## src/nes_io_pkg.sv

```systemverilog
/*
 * shared widths, vector typedefs and packed structs for the emulator front end
 * memory port, loader, softcore and toggle port bundles, bridge FSM states
 */
`default_nettype none

package nes_io_pkg;

    //////////////////// widths
    localparam int MEM_ADDR_W   = 22;   // emulator byte address
    localparam int RV_ADDR_W    = 23;   // softcore byte address
    localparam int RV_WADDR_W   = 20;   // half-word address on toggle port
    localparam int BUTTONS_W    = 12;   // SNES layout

    typedef logic [MEM_ADDR_W-1:0]  mem_addr_t;
    typedef logic [7:0]             byte_t;
    typedef logic [15:0]            half_t;
    typedef logic [31:0]            word_t;
    typedef logic [RV_ADDR_W-1:0]   rv_addr_t;
    typedef logic [RV_WADDR_W-1:0]  rv_word_addr_t;  // addr[20:2] plus word select
    typedef logic [3:0]             strobe_t;
    typedef logic [1:0]             ds_t;
    typedef logic [BUTTONS_W-1:0]   buttons_t;       // low 8 bits are console buttons
    typedef logic [7:0]             pad_bits_t;

    // pad bit positions
    localparam int BUTTON_SELECT = 2;
    localparam int BUTTON_DOWN   = 5;

    //////////////////// bundles
    typedef struct packed {
        mem_addr_t addr;
        byte_t     wdata;
        logic      write;
        logic      read;
    } mem_port_s;

    typedef struct packed {
        mem_addr_t addr;
        byte_t     data;
        logic      write;
    } loader_wr_s;

    typedef struct packed {
        logic     valid;    // edge starts a request
        rv_addr_t addr;
        word_t    wdata;
        strobe_t  wstrb;    // all zero means read
    } rv_req_s;

    typedef struct packed {
        rv_word_addr_t addr;
        half_t         wdata;
        ds_t           ds;
        logic          we;
        logic          req;  // toggles once per transaction
    } rv_mem_req_s;

    typedef enum logic [2:0] {
        RV_IDLE_REQ0,   // idle, issue first half
        RV_WAIT0_REQ1,  // wait first ack, issue second half
        RV_DATA0,       // capture low read half
        RV_WAIT1,       // wait second ack
        RV_DATA1        // high half live, ready out
    } rv_state_e;

endpackage

`default_nettype wire

```

## src/reset_sequencer.sv

```systemverilog
/*
 * power-on hold counter and home-combination core reset
 * emulator reset from loading edges, half-rate clock reference
 */
`timescale 1ns/1ps
`default_nettype none

module reset_sequencer #(
    parameter int RESET_HOLD = 255      // cycles of hold after sys_resetn
) (
    input  logic                 clk,
    input  logic                 sys_resetn,
    input  nes_io_pkg::buttons_t pad1_buttons,
    input  logic                 loading,
    output logic                 core_resetn,
    output logic                 emu_reset,
    output logic                 clkref
);

    // counter wide enough for the hold value, at least one bit
    localparam int CNT_W = (RESET_HOLD > 1) ? $clog2(RESET_HOLD + 1) : 1;

    logic [CNT_W-1:0] hold_cnt;
    logic             home_combo;
    logic             loading_r;
    logic             load_rise;
    logic             load_fall;

    ////////////////////
    // core reset
    ////////////////////

    // select + down acts as a home button
    assign home_combo = pad1_buttons[nes_io_pkg::BUTTON_SELECT] &
                        pad1_buttons[nes_io_pkg::BUTTON_DOWN];

    always_ff @(posedge clk) begin
        if (!sys_resetn) begin
            hold_cnt    <= CNT_W'(RESET_HOLD);
            core_resetn <= 1'b0;
        end else if (hold_cnt != '0) begin
            hold_cnt    <= hold_cnt - 1'b1;   // still in power-on hold
            core_resetn <= 1'b0;
        end else begin
            core_resetn <= ~home_combo;       // one register of delay
        end
    end

    ////////////////////
    // emulator reset, clkref
    ////////////////////

    assign load_rise = loading & ~loading_r;
    assign load_fall = ~loading & loading_r;

    always_ff @(posedge clk) begin
        if (!sys_resetn) begin
            loading_r <= 1'b0;
            emu_reset <= 1'b1;
            clkref    <= 1'b0;
        end else begin
            loading_r <= loading;
            clkref    <= ~clkref;             // half rate
            if (load_fall) begin
                emu_reset <= 1'b0;            // rom in place, run
                clkref    <= 1'b1;            // realign phase
            end else if (load_rise) begin
                emu_reset <= 1'b1;
            end
            // core held in reset overrides everything
            if (!core_resetn)
                emu_reset <= 1'b1;
        end
    end

endmodule

`default_nettype wire

```

## src/loader_port_mux.sv

```systemverilog
/*
 * loader write stretch to two cycles with address/data latch
 * CPU memory port selection while a ROM is loading
 */
`timescale 1ns/1ps
`default_nettype none

module loader_port_mux (
    input  logic                   clk,
    input  logic                   core_resetn,
    input  logic                   loading,
    input  nes_io_pkg::loader_wr_s loader,
    input  nes_io_pkg::mem_port_s  cpu_port,
    output nes_io_pkg::mem_port_s  mem_port
);

    logic                  loader_write_r;    // previous loader strobe
    logic                  write_stretch;     // two cycles per loader write
    nes_io_pkg::mem_addr_t addr_latch;
    nes_io_pkg::byte_t     data_latch;

    ////////////////////
    // stretch and latch
    ////////////////////

    always_ff @(posedge clk) begin
        if (!core_resetn) begin
            loader_write_r <= 1'b0;
            write_stretch  <= 1'b0;
        end else begin
            loader_write_r <= loader.write;
            write_stretch  <= loader.write | loader_write_r;  // t+1 and t+2
        end
    end

    // payload only, held until next loader write
    always_ff @(posedge clk) begin
        if (loader.write) begin
            addr_latch <= loader.addr;
            data_latch <= loader.data;
        end
    end

    ////////////////////
    // port select
    ////////////////////

    always_comb begin
        if (loading) begin
            mem_port.addr  = addr_latch;
            mem_port.wdata = data_latch;
            mem_port.read  = 1'b0;            // no CPU reads during load
        end else begin
            mem_port.addr  = cpu_port.addr;   // straight through
            mem_port.wdata = cpu_port.wdata;
            mem_port.read  = cpu_port.read;
        end
        // either source may write
        mem_port.write = write_stretch | cpu_port.write;
    end

endmodule

`default_nettype wire

```

## src/rv_mem_bridge.sv

```systemverilog
/*
 * softcore 32-bit valid/ready request to 16-bit toggle port bridge
 * one or two half transactions, partial writes skip untouched half
 */
`timescale 1ns/1ps
`default_nettype none

module rv_mem_bridge (
    input  logic                    clk,
    input  logic                    core_resetn,
    input  nes_io_pkg::rv_req_s     rv_req,
    output logic                    rv_ready,
    output nes_io_pkg::word_t       rv_rdata,
    output nes_io_pkg::rv_mem_req_s rv_mem,
    input  logic                    rv_mem_ack,
    input  nes_io_pkg::half_t       rv_mem_dout
);

    nes_io_pkg::rv_state_e state;
    nes_io_pkg::ds_t       ds;
    nes_io_pkg::half_t     dout0;         // low read half
    logic                  valid_r;
    logic                  new_req;       // edge seen while busy
    logic                  new_req_t;     // edge this cycle
    logic                  word;          // 0 low half, 1 high half
    logic                  req;
    logic                  is_write;
    logic                  acked;

    assign is_write  = rv_req.wstrb != '0;
    assign new_req_t = rv_req.valid & ~valid_r;
    assign acked     = req == rv_mem_ack;   // toggle pair matched

    ////////////////////
    // toggle port outputs
    ////////////////////

    assign rv_mem.addr  = {rv_req.addr[20:2], word};
    assign rv_mem.wdata = word ? rv_req.wdata[31:16] : rv_req.wdata[15:0];
    assign rv_mem.ds    = ds;
    assign rv_mem.we    = is_write;
    assign rv_mem.req   = req;

    // high half straight from the port, low half registered
    assign rv_rdata = {rv_mem_dout, dout0};

    ////////////////////
    // FSM
    ////////////////////

    always_ff @(posedge clk) begin
        if (!core_resetn) begin
            state    <= nes_io_pkg::RV_IDLE_REQ0;
            rv_ready <= 1'b0;
            req      <= 1'b0;
            valid_r  <= 1'b0;
            new_req  <= 1'b0;
            word     <= 1'b0;
            ds       <= '0;
        end else begin
            valid_r  <= rv_req.valid;
            rv_ready <= 1'b0;                       // single cycle pulse
            if (new_req_t)
                new_req <= 1'b1;                    // remember for later

            case (state)
                nes_io_pkg::RV_IDLE_REQ0: begin
                    if (new_req || new_req_t) begin
                        new_req <= 1'b0;
                        req     <= ~req;            // first transaction
                        if (is_write && rv_req.wstrb[1:0] == 2'b00) begin
                            word  <= 1'b1;          // upper half only
                            ds    <= rv_req.wstrb[3:2];
                            state <= nes_io_pkg::RV_WAIT1;
                        end else begin
                            word  <= 1'b0;
                            ds    <= is_write ? rv_req.wstrb[1:0] : 2'b11;
                            state <= nes_io_pkg::RV_WAIT0_REQ1;
                        end
                    end
                end

                nes_io_pkg::RV_WAIT0_REQ1: begin
                    if (acked) begin
                        word <= 1'b1;
                        if (is_write) begin
                            ds <= rv_req.wstrb[3:2];
                            if (rv_req.wstrb[3:2] == 2'b00) begin
                                rv_ready <= 1'b1;   // lower half only, done
                                state    <= nes_io_pkg::RV_IDLE_REQ0;
                            end else begin
                                req   <= ~req;      // second write half
                                state <= nes_io_pkg::RV_WAIT1;
                            end
                        end else begin
                            req   <= ~req;          // high read half
                            ds    <= 2'b11;
                            state <= nes_io_pkg::RV_DATA0;
                        end
                    end
                end

                nes_io_pkg::RV_DATA0: begin
                    dout0 <= rv_mem_dout;           // low half one cycle after ack
                    state <= nes_io_pkg::RV_WAIT1;
                end

                nes_io_pkg::RV_WAIT1: begin
                    if (acked) begin
                        if (is_write) begin
                            rv_ready <= 1'b1;
                            state    <= nes_io_pkg::RV_IDLE_REQ0;
                        end else begin
                            state <= nes_io_pkg::RV_DATA1;
                        end
                    end
                end

                nes_io_pkg::RV_DATA1: begin
                    rv_ready <= 1'b1;               // high half live on rdata
                    state    <= nes_io_pkg::RV_IDLE_REQ0;
                end

                default: state <= nes_io_pkg::RV_IDLE_REQ0;
            endcase
        end
    end

endmodule

`default_nettype wire

```

## src/joypad_serializer.sv

```systemverilog
/*
 * two strobe-loaded joypad shift registers
 * shift on falling pad clock, ones fill from the top
 */
`timescale 1ns/1ps
`default_nettype none

module joypad_serializer (
    input  logic                 clk,
    input  logic                 core_resetn,
    input  nes_io_pkg::buttons_t pad1_buttons,
    input  nes_io_pkg::buttons_t pad2_buttons,
    input  logic                 joypad_strobe,
    input  logic [1:0]           joypad_clock,
    output logic [1:0]           joypad_data
);

    nes_io_pkg::buttons_t  pads [2];
    nes_io_pkg::pad_bits_t bits [2];
    logic [1:0]            last_clock;        // pad clocks one cycle late

    assign pads[0] = pad1_buttons;
    assign pads[1] = pad2_buttons;

    always_ff @(posedge clk) begin
        if (!core_resetn) begin
            bits[0]    <= '1;
            bits[1]    <= '1;
            last_clock <= '0;
        end else begin
            last_clock <= joypad_clock;
            for (int i = 0; i < 2; i++) begin
                if (joypad_strobe)
                    bits[i] <= pads[i][7:0];              // console buttons only
                if (!joypad_clock[i] && last_clock[i])
                    bits[i] <= {1'b1, bits[i][7:1]};      // falling edge shift
            end
        end
    end

    // lsb first to the core
    assign joypad_data[0] = bits[0][0];
    assign joypad_data[1] = bits[1][0];

endmodule

`default_nettype wire

```

## src/nes_io_top.sv

```systemverilog
/*
 * memory and I/O front end top level
 * reset sequencing, loader port mux, softcore bridge, joypads
 */
`timescale 1ns/1ps
`default_nettype none

module nes_io_top #(
    parameter int RESET_HOLD = 255
) (
    input  logic                    clk,
    input  logic                    sys_resetn,
    input  nes_io_pkg::buttons_t    pad1_buttons,
    input  nes_io_pkg::buttons_t    pad2_buttons,
    input  logic                    loading,
    input  nes_io_pkg::loader_wr_s  loader,
    input  nes_io_pkg::mem_port_s   cpu_port,
    input  nes_io_pkg::rv_req_s     rv_req,
    input  logic                    rv_mem_ack,
    input  nes_io_pkg::half_t       rv_mem_dout,
    input  logic                    joypad_strobe,
    input  logic [1:0]              joypad_clock,
    output logic                    core_resetn,
    output logic                    emu_reset,
    output logic                    clkref,
    output nes_io_pkg::mem_port_s   mem_port,
    output logic                    rv_ready,
    output nes_io_pkg::word_t       rv_rdata,
    output nes_io_pkg::rv_mem_req_s rv_mem,
    output logic [1:0]              joypad_data
);

    // core_resetn fans out to the other blocks
    reset_sequencer #(
        .RESET_HOLD (RESET_HOLD)
    ) reset_sequencer_i (
        .clk          (clk),
        .sys_resetn   (sys_resetn),
        .pad1_buttons (pad1_buttons),
        .loading      (loading),
        .core_resetn  (core_resetn),
        .emu_reset    (emu_reset),
        .clkref       (clkref)
    );

    loader_port_mux loader_port_mux_i (
        .clk         (clk),
        .core_resetn (core_resetn),
        .loading     (loading),
        .loader      (loader),
        .cpu_port    (cpu_port),
        .mem_port    (mem_port)
    );

    rv_mem_bridge rv_mem_bridge_i (
        .clk         (clk),
        .core_resetn (core_resetn),
        .rv_req      (rv_req),
        .rv_ready    (rv_ready),
        .rv_rdata    (rv_rdata),
        .rv_mem      (rv_mem),
        .rv_mem_ack  (rv_mem_ack),
        .rv_mem_dout (rv_mem_dout)
    );

    joypad_serializer joypad_serializer_i (
        .clk           (clk),
        .core_resetn   (core_resetn),
        .pad1_buttons  (pad1_buttons),
        .pad2_buttons  (pad2_buttons),
        .joypad_strobe (joypad_strobe),
        .joypad_clock  (joypad_clock),
        .joypad_data   (joypad_data)
    );

endmodule

`default_nettype wire

```

## config.mk

```make
export PLATFORM = sky130hd
export DESIGN_NAME = nes_io_top
export DESIGN_NICKNAME = d
export VERILOG_FILES = /design/src/nes_io_pkg.sv /design/src/reset_sequencer.sv /design/src/loader_port_mux.sv /design/src/rv_mem_bridge.sv /design/src/joypad_serializer.sv /design/src/nes_io_top.sv
export SDC_FILE = /design/constraint.sdc
export NUM_CORES = 1
export LEC_CHECK = 0
export CORE_AREA = 3 3 108 110
export CTS_CLUSTER_SIZE = 28
export DETAILED_ROUTE_END_ITERATION = 6
export DIE_AREA = 0 0 111 113
export DONT_BUFFER_PORTS = 1
export GPL_TIMING_DRIVEN = 0
export REMOVE_ABC_BUFFERS = 1
export SETUP_SLACK_MARGIN = 0.3
export SYNTH_ARGS = -nofsm -noshare
export SYNTH_HDL_FRONTEND = slang
export SYNTH_HIERARCHICAL = 1
export SYNTH_SLANG_ARGS = --single-unit
```

## constraint.sdc

```tcl
create_clock -name clk -period 2.36 [get_ports clk]
set_input_delay 0.472 -clock clk [delete_from_list [all_inputs] [get_ports clk]]
set_output_delay 0.472 -clock clk [all_outputs]
set_load 0.005 [all_outputs]
```

Yosys cells after proc, flatten, opt, wreduce, memory -nomap -nowiden
Memories as Yosys holds them, arrays and structs flattened.
Cells that the tools add are included.
{"block": "word_totals", "reg_bits": 72, "ramBits": 16, "word_cells": 117, "memories": 1}
{"block": "classes", "addsub": 1, "eq_ne": 9, "muxes": 52, "bitwise": 17, "reduce_logical": 19}
{"name": "joypad_serializer_i.bits", "depth": 2, "width": 8, "read_ports": 2, "rd_ports_with_merged_regs": 0, "wr": 2, "line_no": "joypad_serializer.sv:19", "rtl": "nes_io_pkg::pad_bits_t bits [2];"}
{"operator": "$mux W8", "n": 4}
{"operator": "$mux W30", "n": 1}
{"operator": "$mux W1", "n": 29}
{"operator": "$mux W16", "n": 1}
{"operator": "$mux W2", "n": 8}
{"operator": "$mux W3", "n": 4}
{"operator": "$pmux W3 S4", "n": 1}
{"operator": "$reduce_bool A8 Y1", "n": 1}
{"operator": "$sub A8 B1 Y8 const B", "n": 1}
{"operator": "$not A1 Y1", "n": 7}
{"operator": "$eq A3 B2 Y1 const B", "n": 2}
{"operator": "$ne A2 B1 Y1 const B", "n": 3}
{"operator": "$or A1 B1 Y1", "n": 6}
{"operator": "$reduce_and A3 Y1", "n": 2}
{"operator": "$and A1 B1 Y1", "n": 4}
{"operator": "$logic_not A2 Y1", "n": 2}
{"operator": "$pmux W1 S2", "n": 2}
{"operator": "$pmux W2 S2", "n": 1}
{"operator": "$reduce_and A2 Y1", "n": 2}
{"operator": "$reduce_and A4 Y1", "n": 1}
{"operator": "$reduce_bool A2 Y1", "n": 2}
{"operator": "$reduce_bool A4 Y1", "n": 1}
{"operator": "$eq A3 B1 Y1 const B", "n": 1}
{"operator": "$eq A3 B3 Y1 const B", "n": 1}
{"operator": "8 further kinds", "n": 11}

Longest topological paths before layout
{"block": "depth", "ltp_word": 6, "depth_mapped": 5, "ltp_nobuf": 5}

Modules after synthesis
The synthesis kept the hierarchy.
{"module": "rv_mem_bridge", "n_inst": 1, "cells_each": 134, "area_each_um2": 1482.7, "seq_area_each_um2": 680.7}
{"module": "loader_port_mux", "n_inst": 1, "cells_each": 69, "area_each_um2": 1338.8, "seq_area_each_um2": 940.9}
{"module": "joypad_serializer", "n_inst": 1, "cells_each": 80, "area_each_um2": 890.9, "seq_area_each_um2": 510.5}
{"module": "reset_sequencer", "n_inst": 1, "cells_each": 57, "area_each_um2": 540.5, "seq_area_each_um2": 240.2}

Worst setup path before layout
OpenSTA, ideal clock, no wires.
{"block": "synth_timing", "kind": "register to register", "startpoint": "register reset_sequencer_i.core_resetn", "endpoint": "register rv_mem_bridge_i.dout0[0] (enable)", "setup_ns": 0.388, "t_arrival_ns": 1.630, "t_required_ns": 1.972, "setup_slack_ns": 0.341, "stages_incl_launch_ff": 4, "path_buffers": 0, "synth_period_minus_slack_ns": 2.019, "path_cell_list": "dfxtp_1 inv_1 or3_1 nor2_1"}
{"block": "synth_via", "elab_chain_len": 1}
{"item": "start: declaration", "line_no": "reset_sequencer.sv:15", "rtl": "output logic core_resetn,"}
{"item": "start signal: assignment", "line_no": "reset_sequencer.sv:45", "rtl": "core_resetn <= ~home_combo;"}
{"item": "$reduce_and A2 Y1 (no source line)"}
{"item": "end signal: assignment", "line_no": "rv_mem_bridge.sv:104", "rtl": "dout0 <= rv_mem_dout;"}
{"item": "end: declaration", "line_no": "rv_mem_bridge.sv:21", "rtl": "nes_io_pkg::half_t dout0;"}
Every way passes these cells.
A chain may end at the register's enable or synchronous reset.

==> impl_metrics.ini <==
[routing]
viasPerCell = 5.366
first_pass_iters = 4
ant_nets = 0
avgRoutedWirePerCell_um = 19.98
finalWirelength_um = 8853
drc = 0
via_count = 2377
first_iter_violations = 76

[power]
p_per_area_nw_per_um2 = 668.6
power.internal_mw = 2.181
clock_power_share_pct = 34.5
irDropWorstVdd_mv = 0.2748
p_sw_mw = 0.6448
seqPwrFrac_pct = 60.6
cellLeakagePower_nw = 1.364
total_power_mw = 2.826
comb_power_share_pct = 5.0
swShare_pct = 22.82

[placed_design]
dp_slack_ns = -0.6592
place.gp.congestion = 0.7482
dpl.cell_count = 427
placed_cell_area_um2 = 4029
dp_hpwl_um = 6765
port_buffers = 0

[synth]
synthTopCellsByArea = edfxtp_1 43%, dfxtp_1 13%, mux2_2 13%
netlist.top_cell.by_area = edfxtp_1
synth_seq_cells = 88
synth_area_per_cell_um2 = 12.51
synth-seq-area-share_pct = 55.78
yosysUniqueCellTypes = 51
netlist_instances = 340
yosysWarnings = 6
synthArstFlopShare_pct = 0
synthesis.area_um2 = 4253
synth_edf_count = 61
synth_top_area_share_pct = 43.07
synth_ff_type = edfxtp_1

[die]
ioPinCount = 280
die_area_um2 = 12540
die_h_um = 113
num_rows = 38
initial_core_util_pct = 39.40
die-width_um = 111
core-area_um2 = 10790

[clock_tree]
cts_tree = done
worstSkewPairLatency_ns = 0.36
cts.sinks = 88
htreeDepth = 3
clockRootBuffer = clkbuf_8
path_clk_slew_ns = 0.09
cts_buffers = 9
cts_max_path_buffers = 2

[critical_path]
critical_path.startpoint = rv_mem_bridge_i/word
max_stage_delay_ns = 0.61
ff2ff_path_depth = 3
crit_family = flip-flops
critPathCaptureType = primary output
start_kind = flop
cp.buffers_inverters = 0
r2r_slack_ns = 0.52
cp.required_ns = 1.89
r2r_start = reset_sequencer_i/core_resetn
arrival_ns = 1.39
r2r_end = rv_mem_bridge_i/dout0[12]
critPathKind = reg2out
cpMaxStageDelayCell = dfxtp_2
path_cells = mux2_2
crit_fanout = 18

[global_routing]
grt_pass1_vias = 2332
gr-total-overflow = 0
antenna_found_initial = 1
grt_pass1_wl_um = 12960
grt_max_degree = 34
grtUsageTotal_pct = 13.20

[finish]
post_route_cells_drive_above_1_share_pct = 28.38
areaGrowthSynthToFinish_pct = -0.6179
final_util_pct = 39.16
n_antenna_cell = 0
fin_area_um2 = 4227
num-nets-final = 471
final_cells = 443

[timing]
fin_ws_ns = 0.5008
min_period_over_period_pct = 78.78
worstMarginPinSlew_ns = 0.4507
setup_viol_count_final = 0
rsz0062_at_grt = no
fin_tns_setup_ns = 0
fmax_mhz = 537.9
hold_viol_final = 0
final-max-slew-violation-count = 0
fin_worst_skew_ns = 0.008383
hold-worst-slack_ns = 0.1920
period_needed_ns = 1.859
slew_headroom_pct = 69.88

[min_path]
worstHoldStart = sys_resetn
whs_endpoint = reset_sequencer_i/hold_cnt[5]
holdCritPathClass = in2reg
hold_depth = 1

[outcome]
status = finished clean

[job]
drv_cap = 0
## worst max path at each step
stage                                endpoint  slack, ns  cells past startpoint
finish                              rv_mem[5]       0.50                      1
global route        rv_mem_bridge_i/dout0[12]       0.42                      3
CTS                 rv_mem_bridge_i/dout0[12]       0.32                      3
detailed placement  rv_mem_bridge_i/dout0[15]      -0.66                      3
global placement    rv_mem_bridge_i/dout0[15]      -0.62                      3
floorplan            rv_mem_bridge_i/dout0[0]       0.04                      3
## registers in the layout, indices dropped and copies added, names as in the netlist
name                              flops
reset_sequencer_i/loading_r           1
reset_sequencer_i/clkref              1
loader_port_mux_i/write_stretch       1
loader_port_mux_i/data_latch          8
rv_mem_bridge_i/word                  1
joypad_serializer_i/bits             16
rv_mem_bridge_i/ds                    2
rv_mem_bridge_i/state                 3
joypad_serializer_i/last_clock        2
reset_sequencer_i/core_resetn         1
rv_mem_bridge_i/new_req               1
rv_mem_bridge_i/dout0                16
loader_port_mux_i/addr_latch         22
rv_mem_bridge_i/req                   1
reset_sequencer_i/hold_cnt            8
loader_port_mux_i/loader_write_r      1
reset_sequencer_i/emu_reset           1
rv_mem_bridge_i/valid_r               1
rv_mem_bridge_i/rv_ready              1
## cells in the final DEF (no fill, tap or decap), types with 3 or more instances in the layout
master and count:
a21oi_1 3, and2_1 5, clkbuf_8 9, dfxtp_1 25, edfxtp_1 61, ha_1 3
inv_1 9, mux2_2 48, mux2i_1 3, nand2_1 20, nand2b_1 4, nand3_1 19
nor2_1 11, nor2b_1 4, nor3_1 5, nor3b_2 7, o21ai_0 7, o21ai_1 7
o31ai_1 4, or4_1 4
## routing by layer
layer | share of wire [%] | vias to the layer above | track usage [%]
met5 | 0.15 | - | 0
met4 | 1.5 | 2 | 5.419
met3 | 11 | 12 | 6.791
met2 | 46 | 141 | 19.86
met1 | 42 | 1114 | 16.06
li1 | - | 1108 | -
## area by class of cell
cell class | instances | area, um^2
Fill cell | 1058 | 6566
Clock inverter | 7 | 61.31
Sequential cell | 88 | 2377
Inverter | 9 | 33.78
Tap cell | 140 | 175.2
Clock buffer | 9 | 123.9
Multi-Input combinational cell | 190 | 1455
## power by group through the flow
stage	clock network (mW)	logic (mW)	registers, mW
after floorplan	0	0.123	1.74
after global placement	0	0.142	1.75
after detailed placement	0	0.140	1.75
after CTS	1.02	0.142	1.71
after global routing	1.11	0.152	1.72
final	0.975	0.140	1.71
## cells by family after synthesis
kind of cell	Yosys count	synth area share, %
simple gates	98	13.68
fa+ha+maj	3	0.8827
mux	51	13.42
compound gates	35	5.443
buf+inv	62	10.18
xor+xnor	3	0.6179
flops	88	55.78
## cell usage after synthesis, types with 4 or more instances
master    number
buf_6          5
buf_4         42
inv_1          9
dfxtp_1       27
nor2b_1        4
or4_1          4
nor3b_2        7
o31ai_1        4
nand2_1       20
o21ai_1        7
o21ai_0        7
nor2_1        12
nand3_1       19
mux2_2        48
edfxtp_1      61
nand2b_1       4
nor3_1         5
and2_1         5
buf_2          4
## worst register-to-register path, stage by stage (launching register included)
cell     delay (ns)
dfxtp_4        0.56
inv_1          0.16
or3_1          0.39
nor2_4         0.38
## what timing repair did
action	CTS	global route
buffers inserted	0	0
resized for setup	4	1
hold buffers	0	0
endpoints found under the setup margin	32	16
No activity file was read; power rests on OpenSTA's default activity.
